<file path="src/logic/dcache_geometry_pkg.sv">
package dcache_geometry_pkg;

    // 2 ways x 64 sets x 16 words of 32 bits
    localparam int WAYS = 2;
    localparam int SETS = 64;
    localparam int LINE_WORDS = 16;

    // byte address split: tag | index | offset | byte
    localparam int OFFSET_LSB = 2;
    localparam int INDEX_LSB = OFFSET_LSB + $clog2(LINE_WORDS);
    localparam int TAG_LSB = INDEX_LSB + $clog2(SETS);

    typedef logic [$clog2(SETS)-1:0] index_t;
    typedef logic [$clog2(LINE_WORDS)-1:0] offset_t;
    typedef logic [31-TAG_LSB:0] tag_t;
    typedef logic [$clog2(WAYS)-1:0] way_t;

    // data ram word address {way, index, offset}
    typedef logic [$bits(way_t)+$bits(index_t)+$bits(offset_t)-1:0] ram_addr_t;

    typedef enum logic [1:0] {
        IDLE,
        WRITEBACK,
        REFILL,
        REPLAY
    } miss_state_t;

endpackage

</file>
<file path="src/logic/mem_bus_pkg.sv">
package mem_bus_pkg;

    // every burst moves one full line
    localparam int BURST_LEN = 16;

    typedef logic [31:0] word_t;
    typedef logic [31:0] addr_t;

    // one enable per byte lane
    typedef logic [3:0] strobe_t;

endpackage

</file>
<file path="src/logic/dcache_miss_ctrl.sv">
`timescale 1ns/10ps

module dcache_miss_ctrl (
    input  logic                           clk,
    input  logic                           resetn,
    input  logic                           start,
    input  mem_bus_pkg::addr_t             req_addr,
    input  dcache_geometry_pkg::way_t      victim_way,
    input  logic                           victim_dirty,
    input  dcache_geometry_pkg::tag_t      victim_tag,
    input  mem_bus_pkg::word_t             ram_rdata,
    input  logic                           mem_ready,
    input  logic                           mem_last,
    input  mem_bus_pkg::word_t             mem_rdata,
    output logic                           busy,
    output logic                           done,
    output logic                           ram_en,
    output dcache_geometry_pkg::ram_addr_t ram_addr,
    output mem_bus_pkg::strobe_t           ram_strobe,
    output mem_bus_pkg::word_t             ram_wdata,
    output logic                           fill,
    output logic                           mem_valid,
    output logic                           mem_write,
    output mem_bus_pkg::addr_t             mem_addr,
    output mem_bus_pkg::word_t             mem_wdata
);

    dcache_geometry_pkg::miss_state_t state;

    // words read out of the ram so far, 0 to 16
    logic [$clog2(dcache_geometry_pkg::LINE_WORDS):0] rd_cnt;
    logic rd_valid;
    logic rd_issue;
    dcache_geometry_pkg::offset_t rd_slot;
    dcache_geometry_pkg::offset_t beat;
    logic beat_done;

    dcache_geometry_pkg::way_t line_way;
    dcache_geometry_pkg::tag_t wb_tag;
    dcache_geometry_pkg::index_t line_index;
    dcache_geometry_pkg::tag_t line_tag;
    dcache_geometry_pkg::offset_t ram_offset;
    mem_bus_pkg::word_t line_buf [dcache_geometry_pkg::LINE_WORDS];

    // request stays parked in stage 2 for the whole miss
    assign line_index = dcache_geometry_pkg::index_t'(req_addr >> dcache_geometry_pkg::INDEX_LSB);
    assign line_tag = dcache_geometry_pkg::tag_t'(req_addr >> dcache_geometry_pkg::TAG_LSB);

    assign beat_done = mem_valid & mem_ready;
    assign rd_issue = (state == dcache_geometry_pkg::WRITEBACK)
                   && (rd_cnt < mem_bus_pkg::BURST_LEN);
    assign rd_slot = dcache_geometry_pkg::offset_t'(rd_cnt - 1'b1);

    always_ff @(posedge clk) begin
        if (resetn) begin
            state <= dcache_geometry_pkg::IDLE;
            rd_cnt <= '0;
            rd_valid <= 1'b0;
            beat <= '0;
        end else begin
            rd_valid <= rd_issue;
            case (state)
                dcache_geometry_pkg::IDLE: begin
                    if (start) begin
                        state <= victim_dirty ? dcache_geometry_pkg::WRITEBACK
                                              : dcache_geometry_pkg::REFILL;
                        rd_cnt <= '0;
                        beat <= '0;
                    end
                end
                dcache_geometry_pkg::WRITEBACK: begin
                    if (rd_issue) begin
                        rd_cnt <= rd_cnt + 1'b1;
                    end
                    // beat wraps to zero for the refill
                    if (beat_done) begin
                        beat <= beat + 1'b1;
                        if (mem_last) begin
                            state <= dcache_geometry_pkg::REFILL;
                        end
                    end
                end
                dcache_geometry_pkg::REFILL: begin
                    if (beat_done) begin
                        beat <= beat + 1'b1;
                        if (mem_last) begin
                            state <= dcache_geometry_pkg::REPLAY;
                        end
                    end
                end
                default: begin
                    state <= dcache_geometry_pkg::IDLE;
                end
            endcase
        end
    end

    always_ff @(posedge clk) begin
        if (state == dcache_geometry_pkg::IDLE && start) begin
            line_way <= victim_way;
            wb_tag <= victim_tag;
        end
        if (rd_valid) begin
            line_buf[rd_slot] <= ram_rdata;
        end
    end

    assign busy = (state != dcache_geometry_pkg::IDLE);
    assign done = (state == dcache_geometry_pkg::REPLAY);
    assign fill = (state == dcache_geometry_pkg::REFILL) && beat_done && mem_last;

    // ram side: line reads ahead of the beats, then refill writes
    assign ram_offset = (state == dcache_geometry_pkg::WRITEBACK)
                      ? dcache_geometry_pkg::offset_t'(rd_cnt) : beat;
    assign ram_en = rd_issue || ((state == dcache_geometry_pkg::REFILL) && beat_done);
    assign ram_addr = {line_way, line_index, ram_offset};
    assign ram_strobe = (state == dcache_geometry_pkg::REFILL) ? '1 : '0;
    assign ram_wdata = mem_rdata;

    // first beat waits until word 0 sits in the buffer
    assign mem_valid = ((state == dcache_geometry_pkg::WRITEBACK) && (rd_cnt > 1))
                    || (state == dcache_geometry_pkg::REFILL);
    assign mem_write = (state == dcache_geometry_pkg::WRITEBACK);
    assign mem_addr = {(mem_write ? wb_tag : line_tag), line_index,
                       {dcache_geometry_pkg::INDEX_LSB{1'b0}}};
    assign mem_wdata = line_buf[beat];

endmodule

</file>
<file path="config.mk">
export PLATFORM = sky130hd
export DESIGN_NAME = dcache_miss_ctrl
export DESIGN_NICKNAME = d
export VERILOG_FILES = /design/src/logic/dcache_geometry_pkg.sv /design/src/logic/mem_bus_pkg.sv /design/src/logic/dcache_miss_ctrl.sv
export SDC_FILE = /design/constraint.sdc
export NUM_CORES = 1
export LEC_CHECK = 0
export ABC_AREA = 0
export BUFFER_PORTS_ARGS = -buffer_cell sky130_fd_sc_hd__buf_2
export CORE_MARGIN = 3
export CORE_UTILIZATION = 50
export DETAILED_ROUTE_END_ITERATION = 8
export PLACE_DENSITY = 0.75
export REMOVE_ABC_BUFFERS = 1
export SETUP_SLACK_MARGIN = 0.1
export SLEW_MARGIN = 10
export SYNTH_ARGS = -nofsm -noshare
export SYNTH_HDL_FRONTEND = slang
export SYNTH_SLANG_ARGS = --single-unit
export TNS_END_PERCENT = 20
</file>
<file path="constraint.sdc">
create_clock -name clk -period 7.6 [get_ports clk]
set_input_delay 1.9 -clock clk [delete_from_list [all_inputs] [get_ports clk]]
set_output_delay 1.9 -clock clk [all_outputs]
set_load 0.01 [all_outputs]
</file>
==> results.py, run 1 <==
metrics = {
    "timing": {
        "fmax_ghz": 0.192,
        "worstMarginPinSlew_ns": 0.943,
        "slew_headroom": 0.369,
        "drv_slew": 0,
        "finalCriticalPeriod_ns": 5.21,
        "rsz0062_at_grt": "no",
        "finalSetupViolations": 0,
        "finalHoldViolations": 0,
        "period_share": 0.685,
        "finalClockSkew_ns": 0.0184,
    },
    "setup_path": {
        "cp-start-kind": "flip-flop",
        "worstSetupEndpointType": "output pin",
        "critPathMaxFanout": 84,
        "crit_arrival_ns": 3.31,
        "ff2ff_setup_slack_ns": 4.89,
        "worstPathRequired_ns": 5.70,
        "r2r_start": "rd_cnt[0]",
        "critPathKind": "reg2out",
    },
    "logic_synthesis": {
        "ys_warn_count": 0,
        "ys_seq_elements": 549,
        "synthArstFlopShare": 0,
        "synth_top_flop_cell": "edfxtp_1",
        "synthTopCellsByCount": "edfxtp_1, mux4_2, buf_4, mux4_1, nor2_1",
        "yosys-top-cells-area": "edfxtp_1, mux4_2, mux4_1",
        "synth_area_leader_cell": "edfxtp_1",
        "synth_top_area_share": 0.734,
        "synth.most_common_cell": "edfxtp_1",
        "avgSynthCellArea_um2": 23.0,
        "syn_area_um2": 21800,
        "synth_edf_count": 533,
        "seq_area_frac_synth": 0.749,
        "synth_cell_type_count": 43,
        "syn_inst": 948,
    },
    "clocking": {
        "cts_hold_buf": 0,
        "root_buffer": "clkbuf_16",
        "post-cts-setup-buffer-count": 0,
        "cts_tree": "done",
        "ctsResizeCount": 0,
        "clk_pin_slew_ns": 0.06,
        "htreeDepth": 2,
        "clk_latency_ns": 0.59,
        "cts.sinks": 549,
        "clk_path_buf_depth": 3,
        "cts_buffers": 53,
    },
    "routing": {
        "first_pass_iters": 5,
        "ant_nets": 0,
        "via_per_inst": 5.89,
        "totalWireLength_mm": 46.8,
        "drc": 0,
        "avgRoutedWirePerCell_um": 27.5,
        "vias": 10015,
        "drt_iter0_drc": 986,
    },
    "power_and_ir_drop": {
        "power_density_nw_per_um2": 260,
        "p_leak_nw": 7.85,
        "vdd_ir_drop_max_uv": 170,
    },
    "floorplanning": {
        "core_um2": 42500,
        "std_cell_rows": 75,
        "initial_core_util": 0.513,
        "die-area_um2": 46100,
        "chipHeight_um": 215,
        "die_w_um": 215,
        "io_pins": 240,
    },
    "place": {
        "dp_cells": 1601,
        "hpwl_mm": 23.9,
        "port_buffers": 145,
        "routabilityCongestion": 0.748,
    },
    "final_layout": {
        "finalNonFillerCells": 1701,
        "fillers": 2970,
        "final_core_util": 0.578,
        "syn_to_final_growth_pct": 12.7,
        "drive_above_1_share": 0.358,
        "final_nets": 1213,
    },
    "hold_path": {
        "hold_start": "beat[3]",
        "hold_class": "reg2reg",
    },
    "global_route": {
        "antenna_found_initial": 3,
        "grt_overflow": 0,
        "grt_pass1_vias": 10501,
        "grt_pass1_wl_mm": 69.6,
        "grt_max_degree": 85,
        "grt_use_total": 0.204,
    },
    "run_status": {
        "outcome": "finished clean",
    },
    "flow_run": {
        "maxCapViolCount": 0,
    },
}
layer usage:
metal	part of all wire	routed length (um)	vias to the layer above	global-route usage
li1	-	-	4220	-
met1	0.40	18600	5221	0.281
met2	0.50	23400	491	0.332
met3	0.081	3770	79	0.0477
met4	0.022	1050	4	0.0579
met5	0.00045	21	-	0.0135
metrics by stage:
stage / instance area (um^2) / hold WS (ns) / worst slack, ns / power (mW) / TNS [ns]
detailed placement: 22900 / 0.517 / 2.97 / 3.93 / 0
global placement: 22900 / 0.516 / 2.96 / 3.91 / 0
global route: 24600 / 0.568 / 2.23 / 6.61 / 0
floorplan: 21100 / 0.468 / -0.201 / 3.74 / -6.21
CTS: 24600 / 0.540 / 2.31 / 6.45 / 0
finish: 24600 / 0.530 / 2.39 / 6.39 / 0
worst max-delay path, stage by stage (launching register included):
cell and delay, ns:
dfxtp_4 0.71, buf_12 0.54, mux4_1 0.67, mux4_2 0.54, buf_2 0.17
sequential cells by signal, summed over array words and instances, names as in the netlist, named ones only:
signal    count
rd_valid      1
wb_tag       20
line_way      1
line_buf    512
beat          4
rd_cnt        5
state         2
where the power goes:
group	leakage (nW)	switching (mW)	internal, mW
clock network	0.831	1.11	1.42
logic	2.08	0.278	0.175
registers	4.94	0.0213	3.38
layout make-up:
class / instances / area [um^2] / share of cell area
timing repair buffer: 168 / 911 / 0.0371
clock inverter: 43 / 345 / 0.0141
multi-input combinational: 298 / 4880 / 0.199
sequential: 549 / 16300 / 0.665
clock buffer: 56 / 1340 / 0.0544
antenna: 1 / 2.50 / 0.000102
inverter: 9 / 33.8 / 0.00138
tap: 577 / 722 / 0.0294
worst paths after layout:
path	end	depth (start not counted)
max reg2reg	line_buf[9][24]	5
min	flip-flop	2
max	mem_wdata[3]	4
min reg2reg	flip-flop	2
layout by cell type, fill, tap and decap left out, types with 5 or more instances in the layout:
master / instances
edfxtp_1: 533
buf_2: 145
mux4_2: 110
clkbuf_16: 53
mux4_1: 50
mux2_2: 26
buf_4: 22
clkinv_1: 18
nor2_4: 16
nor2_1: 14
nand2_1: 14
clkinv_2: 13
dfxtp_1: 12
ha_1: 11
inv_1: 9
a21oi_1: 6
conb_1: 6
nand3_1: 5
cells by family (layout without fill, tap and decap cells):
kind of cell    Yosys count  after routing  share of synthesized area
compound gates           24             24                    0.00775
xor+xnor                  3              3                    0.00121
flops                   549            549                      0.749
mux                     190            190                      0.189
buf+inv                 106            276                     0.0332
fa+ha+maj                11             11                    0.00632
other cells               1              7                   0.000172
simple gates             64             64                     0.0129
Note: power is estimated with default switching activity, not from simulation.
==> run 2, diff against run 1 <==
PLACE_DENSITY = 0.77   (was 0.75)
clock period = 4.2 ns   (was 7.6 ns; I/O delays follow)
==> run 2 against run 1 <==
Global-route usage is 0.13 points higher. Critical endpoint is now mem_wdata[22]. Clock power up 85%. Hold slack improved by 0.0032 ns. Register-to-register slack worse by 3.6 ns. Power rose by 83%. Die area unchanged. Non-clock buffer count grew 11. Critical path depth is the same. Design area grew 0.81%. First-iteration DRC count down 8.8%.
==> results.py, run 2 (synthesized netlist as in run 1, its figures left out) <==
metrics = {
    "run_status": {
        "outcome": "finished clean",
    },
    "clocking": {
        "cts_buffers": 53,
        "clk_latency_ns": 0.61,
        "htreeDepth": 2,
        "ctsResizeCount": 0,
        "cts.sinks": 549,
        "cts_tree": "done",
        "root_buffer": "clkbuf_16",
        "clk_path_buf_depth": 3,
        "clk_pin_slew_ns": 0.06,
    },
    "place": {
        "hpwl_mm": 24.9,
        "routabilityCongestion": 0.766,
        "port_buffers": 145,
        "preCtsSetupSlack_ns": 0.783,
    },
    "timing": {
        "slew_headroom": 0.329,
        "period_share": 0.919,
        "fmax_ghz": 0.259,
        "rsz0062_at_grt": "no",
        "drv_slew": 0,
        "finalSetupViolations": 0,
        "hold_ws_ns": 0.533,
        "finalClockSkew_ns": 0.0305,
        "postLayoutSetupSlackWorst_ns": 0.340,
        "finalCriticalPeriod_ns": 3.86,
        "worstMarginPinSlew_ns": 1.00,
        "finalHoldViolations": 0,
    },
    "final_layout": {
        "final_common_cell": "edfxtp_1",
        "fillers": 2921,
        "regMostFlops": "line_buf",
        "top_regs": "line_buf (512), wb_tag (20), rd_cnt (5)",
        "final_core_util": 0.583,
        "drive_above_1_share": 0.365,
        "largest_reg_flops": 512,
        "final_nets": 1224,
        "mostFrequentLayoutCells": "edfxtp_1, buf_2, mux4_2, clkbuf_16, mux4_1",
        "syn_to_final_growth_pct": 13.7,
    },
    "power_and_ir_drop": {
        "switching_share": 0.220,
        "vdd_ir_drop_max_uv": 332,
        "p_clk_frac": 0.401,
        "report.power.total_mw": 11.7,
        "combPwrFrac": 0.071,
        "p_leak_nw": 7.92,
        "p_switching_mw": 2.57,
        "seqPwrFrac": 0.528,
        "power_density_nw_per_um2": 471,
        "internal_power_mw": 9.10,
    },
    "global_route": {
        "grt_use_total": 0.206,
        "antenna_found_initial": 5,
        "grt_overflow": 0,
        "grt_max_degree": 50,
        "grt_pass1_vias": 10680,
        "grt_pass1_wl_mm": 70.0,
    },
    "hold_path": {
        "hold_class": "reg2reg",
        "hold_depth": 2,
    },
    "floorplanning": {
        "std_cell_rows": 75,
        "io_pins": 240,
        "chipHeight_um": 215,
        "initial_core_util": 0.513,
        "die-area_um2": 46100,
        "die_w_um": 215,
        "core_um2": 42500,
    },
    "routing": {
        "totalWireLength_mm": 47.3,
        "drt_iter0_drc": 899,
        "first_pass_iters": 5,
        "via_per_inst": 5.95,
        "ant_nets": 0,
        "drc": 0,
        "avgRoutedWirePerCell_um": 27.6,
        "vias": 10174,
    },
    "setup_path": {
        "critPathKind": "reg2out",
        "cp-start-kind": "flip-flop",
        "r2r_start": "rd_cnt[0]",
        "worstPathRequired_ns": 3.15,
        "crit_path_end": "mem_wdata[22]",
        "critPathMaxFanout": 33,
        "worstSetupEndpointType": "output pin",
        "crit_arrival_ns": 2.81,
        "r2r_end": "line_buf[5][19]",
        "reg2regPathDepth": 6,
        "ff2ff_setup_slack_ns": 1.25,
    },
    "flow_run": {
        "maxCapViolCount": 0,
    },
}
run 2: changes by cell type in the layout (fill, tap and decap cells not counted), moves of 2 or more:
cell and delta:
clkinv_1 -8, clkbuf_1 +7, buf_12 +5, buf_4 +5, clkinv_2 -3, clkinvlp_4 +2
run 2: stage by stage:
| step | setup TNS, ns | std cells | area [um^2] |
|---|---|---|---|
| after floorplan | -87.81 | 856 | 21100 |
| after global placement | 0 | 1611 | 23000 |
| after detailed placement | 0 | 1611 | 23000 |
| after CTS | 0 | 1709 | 24700 |
| after global routing | 0 | 1710 | 24800 |
| final | 0 | 1711 | 24800 |
run 2: worst min path at each step:
stage | end | startpoint
4_1_cts | flip-flop | beat[3]
3_3_place_gp | rd_cnt[4] | rd_cnt[4]
5_1_grt | flip-flop | beat[3]
3_5_place_dp | flip-flop | beat[3]
2_1_floorplan | flip-flop | beat[3]
6_report | flip-flop | beat[3]
run 2: final cells by class:
cell class	instances	area, um^2	area share
clock inverter	35	353	0.0142
tap	577	722	0.0291
sequential	549	16300	0.660
clock buffer	63	1360	0.0551
multi-input combinational	298	4880	0.197
inverter	9	33.8	0.00136
timing repair buffer	179	1080	0.0434
antenna	1	2.50	0.000101
run 2: per-layer routing:
| layer | share of wire | vias to the layer above | GRT usage | wire length (um) |
|---|---|---|---|---|
| met3 | 0.095 | 104 | 0.0634 | 4490 |
| met2 | 0.48 | 554 | 0.320 | 22900 |
| li1 | - | 4230 | - | - |
| met5 | 0.0024 | - | 0.0135 | 113 |
| met4 | 0.024 | 12 | 0.0597 | 1140 |
| met1 | 0.39 | 5274 | 0.284 | 18600 |
run 2: power by group through the flow:
stage               clock network (mW)  logic [mW]  registers, mW
floorplan                            0       0.491           6.28
global placement                     0       0.812           6.27
detailed placement                   0       0.830           6.28
CTS                               4.76       0.834           6.16
global route                      4.99       0.903           6.17
finish                            4.68       0.831           6.16
run 2: timing repair:
item	4_1_cts	5_1_grt
endpoints found under the setup margin	0	3
hold buffers	0	0
setup buffers	0	1
run 2: worst max-delay path: stages, from the launching register on:
cell and delay [ns]:
dfxtp_4 0.58, buf_12 0.31, mux4_1 0.62, mux4_2 0.52, buf_2 0.16
==> run 3, diff against run 2 <==
CORE_ASPECT_RATIO = 0.7   (was not set)
==> run 3 against run 2 <==
Power fell by 2.4%. Largest power group unchanged. Sequential power hardly changed. Non-clock buffer count is 6 lower. Utilization is 0.62 points lower. Critical endpoint is now mem_wdata[2]. Highest routed layer unchanged.
==> results.py, run 3 (synthesized netlist as in run 1, its figures left out) <==
metrics = {
    "final_layout": {
        "drive_above_1_share": 0.355,
        "final_common_cell": "edfxtp_1",
        "mostFrequentLayoutCells": "edfxtp_1, buf_2, mux4_2, mux4_1, clkbuf_16",
        "largest_reg_flops": 512,
        "fillers": 3031,
        "regMostFlops": "line_buf",
        "top_regs": "line_buf (512), wb_tag (20), rd_cnt (5)",
        "final_nets": 1214,
        "syn_to_final_growth_pct": 12.8,
        "final_core_util": 0.576,
    },
    "run_status": {
        "outcome": "finished clean",
    },
    "clocking": {
        "cts_buffers": 49,
        "root_buffer": "clkbuf_16",
        "clk_pin_slew_ns": 0.06,
        "cts_hold_buf": 0,
        "cts_tree": "done",
        "ctsResizeCount": 0,
        "htreeDepth": 2,
        "clk_latency_ns": 0.58,
        "clk_path_buf_depth": 3,
        "cts.sinks": 549,
        "post-cts-setup-buffer-count": 0,
    },
    "setup_path": {
        "slowest_delay_ns": 0.61,
        "ff2ff_setup_slack_ns": 1.42,
        "reg2regPathDepth": 5,
        "worstPathRequired_ns": 3.15,
        "crit_arrival_ns": 2.87,
        "worstSetupEndpointType": "output pin",
        "crit_path_cell_trace": "buf_4, mux4_1, mux4_2, buf_2",
        "critPathMaxFanout": 18,
        "critPathKind": "reg2out",
        "cp-start-kind": "flip-flop",
        "slowest_stage": "mux4_1",
    },
    "routing": {
        "ant_nets": 0,
        "avgRoutedWirePerCell_um": 27.3,
        "vias": 9968,
        "via_per_inst": 5.84,
        "first_pass_iters": 5,
        "drt_iter0_drc": 986,
        "totalWireLength_mm": 46.6,
        "drc": 0,
    },
    "timing": {
        "finalClockSkew_ns": 0.0255,
        "finalHoldViolations": 0,
        "period_share": 0.934,
        "slew_headroom": 0.342,
        "rsz0062_at_grt": "no",
        "finalCriticalPeriod_ns": 3.92,
        "worstMarginPinSlew_ns": 0.983,
        "finalSetupViolations": 0,
        "fmax_ghz": 0.255,
        "drv_slew": 0,
    },
    "floorplanning": {
        "io_pins": 240,
        "core_um2": 42600,
        "die_w_um": 256,
        "die-area_um2": 46200,
        "initial_core_util": 0.511,
        "chipHeight_um": 181,
        "std_cell_rows": 63,
    },
    "flow_run": {
        "maxCapViolCount": 0,
    },
    "power_and_ir_drop": {
        "power_density_nw_per_um2": 463,
        "report.power.total_mw": 11.4,
        "p_leak_nw": 7.82,
        "vdd_ir_drop_max_uv": 278,
    },
    "global_route": {
        "grt_pass1_wl_mm": 69.1,
        "grt_max_degree": 73,
        "grt_use_total": 0.204,
        "antenna_found_initial": 2,
        "grt_overflow": 0,
        "grt_pass1_vias": 10395,
    },
    "place": {
        "port_buffers": 145,
        "hpwl_mm": 26.4,
        "routabilityCongestion": 0.723,
    },
    "hold_path": {
        "hold_depth": 2,
        "hold_class": "reg2reg",
    },
}
## run 3: per-layer routing
metal,share of wire,GRT usage,vias to the layer above
li1,-,-,4229
met1,0.42,0.291,5260
met2,0.47,0.309,402
met3,0.095,0.0669,71
met4,0.018,0.0442,6
met5,0.0032,0.0206,-
## run 3: worst max-delay path, delay by kind of cell (launching register included)
family,cells,cell delay (ns)
buffers and inverters,2,0.57
multiplexers,2,1.14
flip-flops,1,0.58
## run 3: area by class of cell
class	count	area, um^2	area share
Clock buffer	60	1270	0.0516
Sequential cell	549	16300	0.665
Clock inverter	31	305	0.0124
Multi-Input combinational cell	298	4880	0.199
Inverter	9	33.8	0.00137
Tap cell	585	732	0.0298
Timing Repair Buffer	173	1020	0.0416
Antenna cell	1	2.50	0.000102
## run 3: through the flow
stage,setup TNS [ns],cells,worst slack (ns),instance area (um^2),hold WS [ns]
after CTS,0,1705,0.195,24600,0.520
after global placement,0,1614,0.823,23000,0.489
after global routing,0,1705,0.148,24600,0.548
final,0,1706,0.276,24600,0.515
after detailed placement,0,1614,0.808,23000,0.518
after floorplan,-87.81,856,-2.75,21100,0.468
## run 3: path summary, 6_finish.rpt
kind / startpoint / end
setup / recovery: flip-flop / mem_wdata[2]
setup reg to reg: rd_cnt[0] / line_buf[6][12]
hold reg to reg: beat[3] / flip-flop
hold / removal: beat[3] / flip-flop
## run 3: report_power, final
group          total, mW  switching (mW)  internal, mW
Clock               4.40            1.93          2.47
Combinational      0.823           0.507         0.316
Sequential          6.16          0.0368          6.12
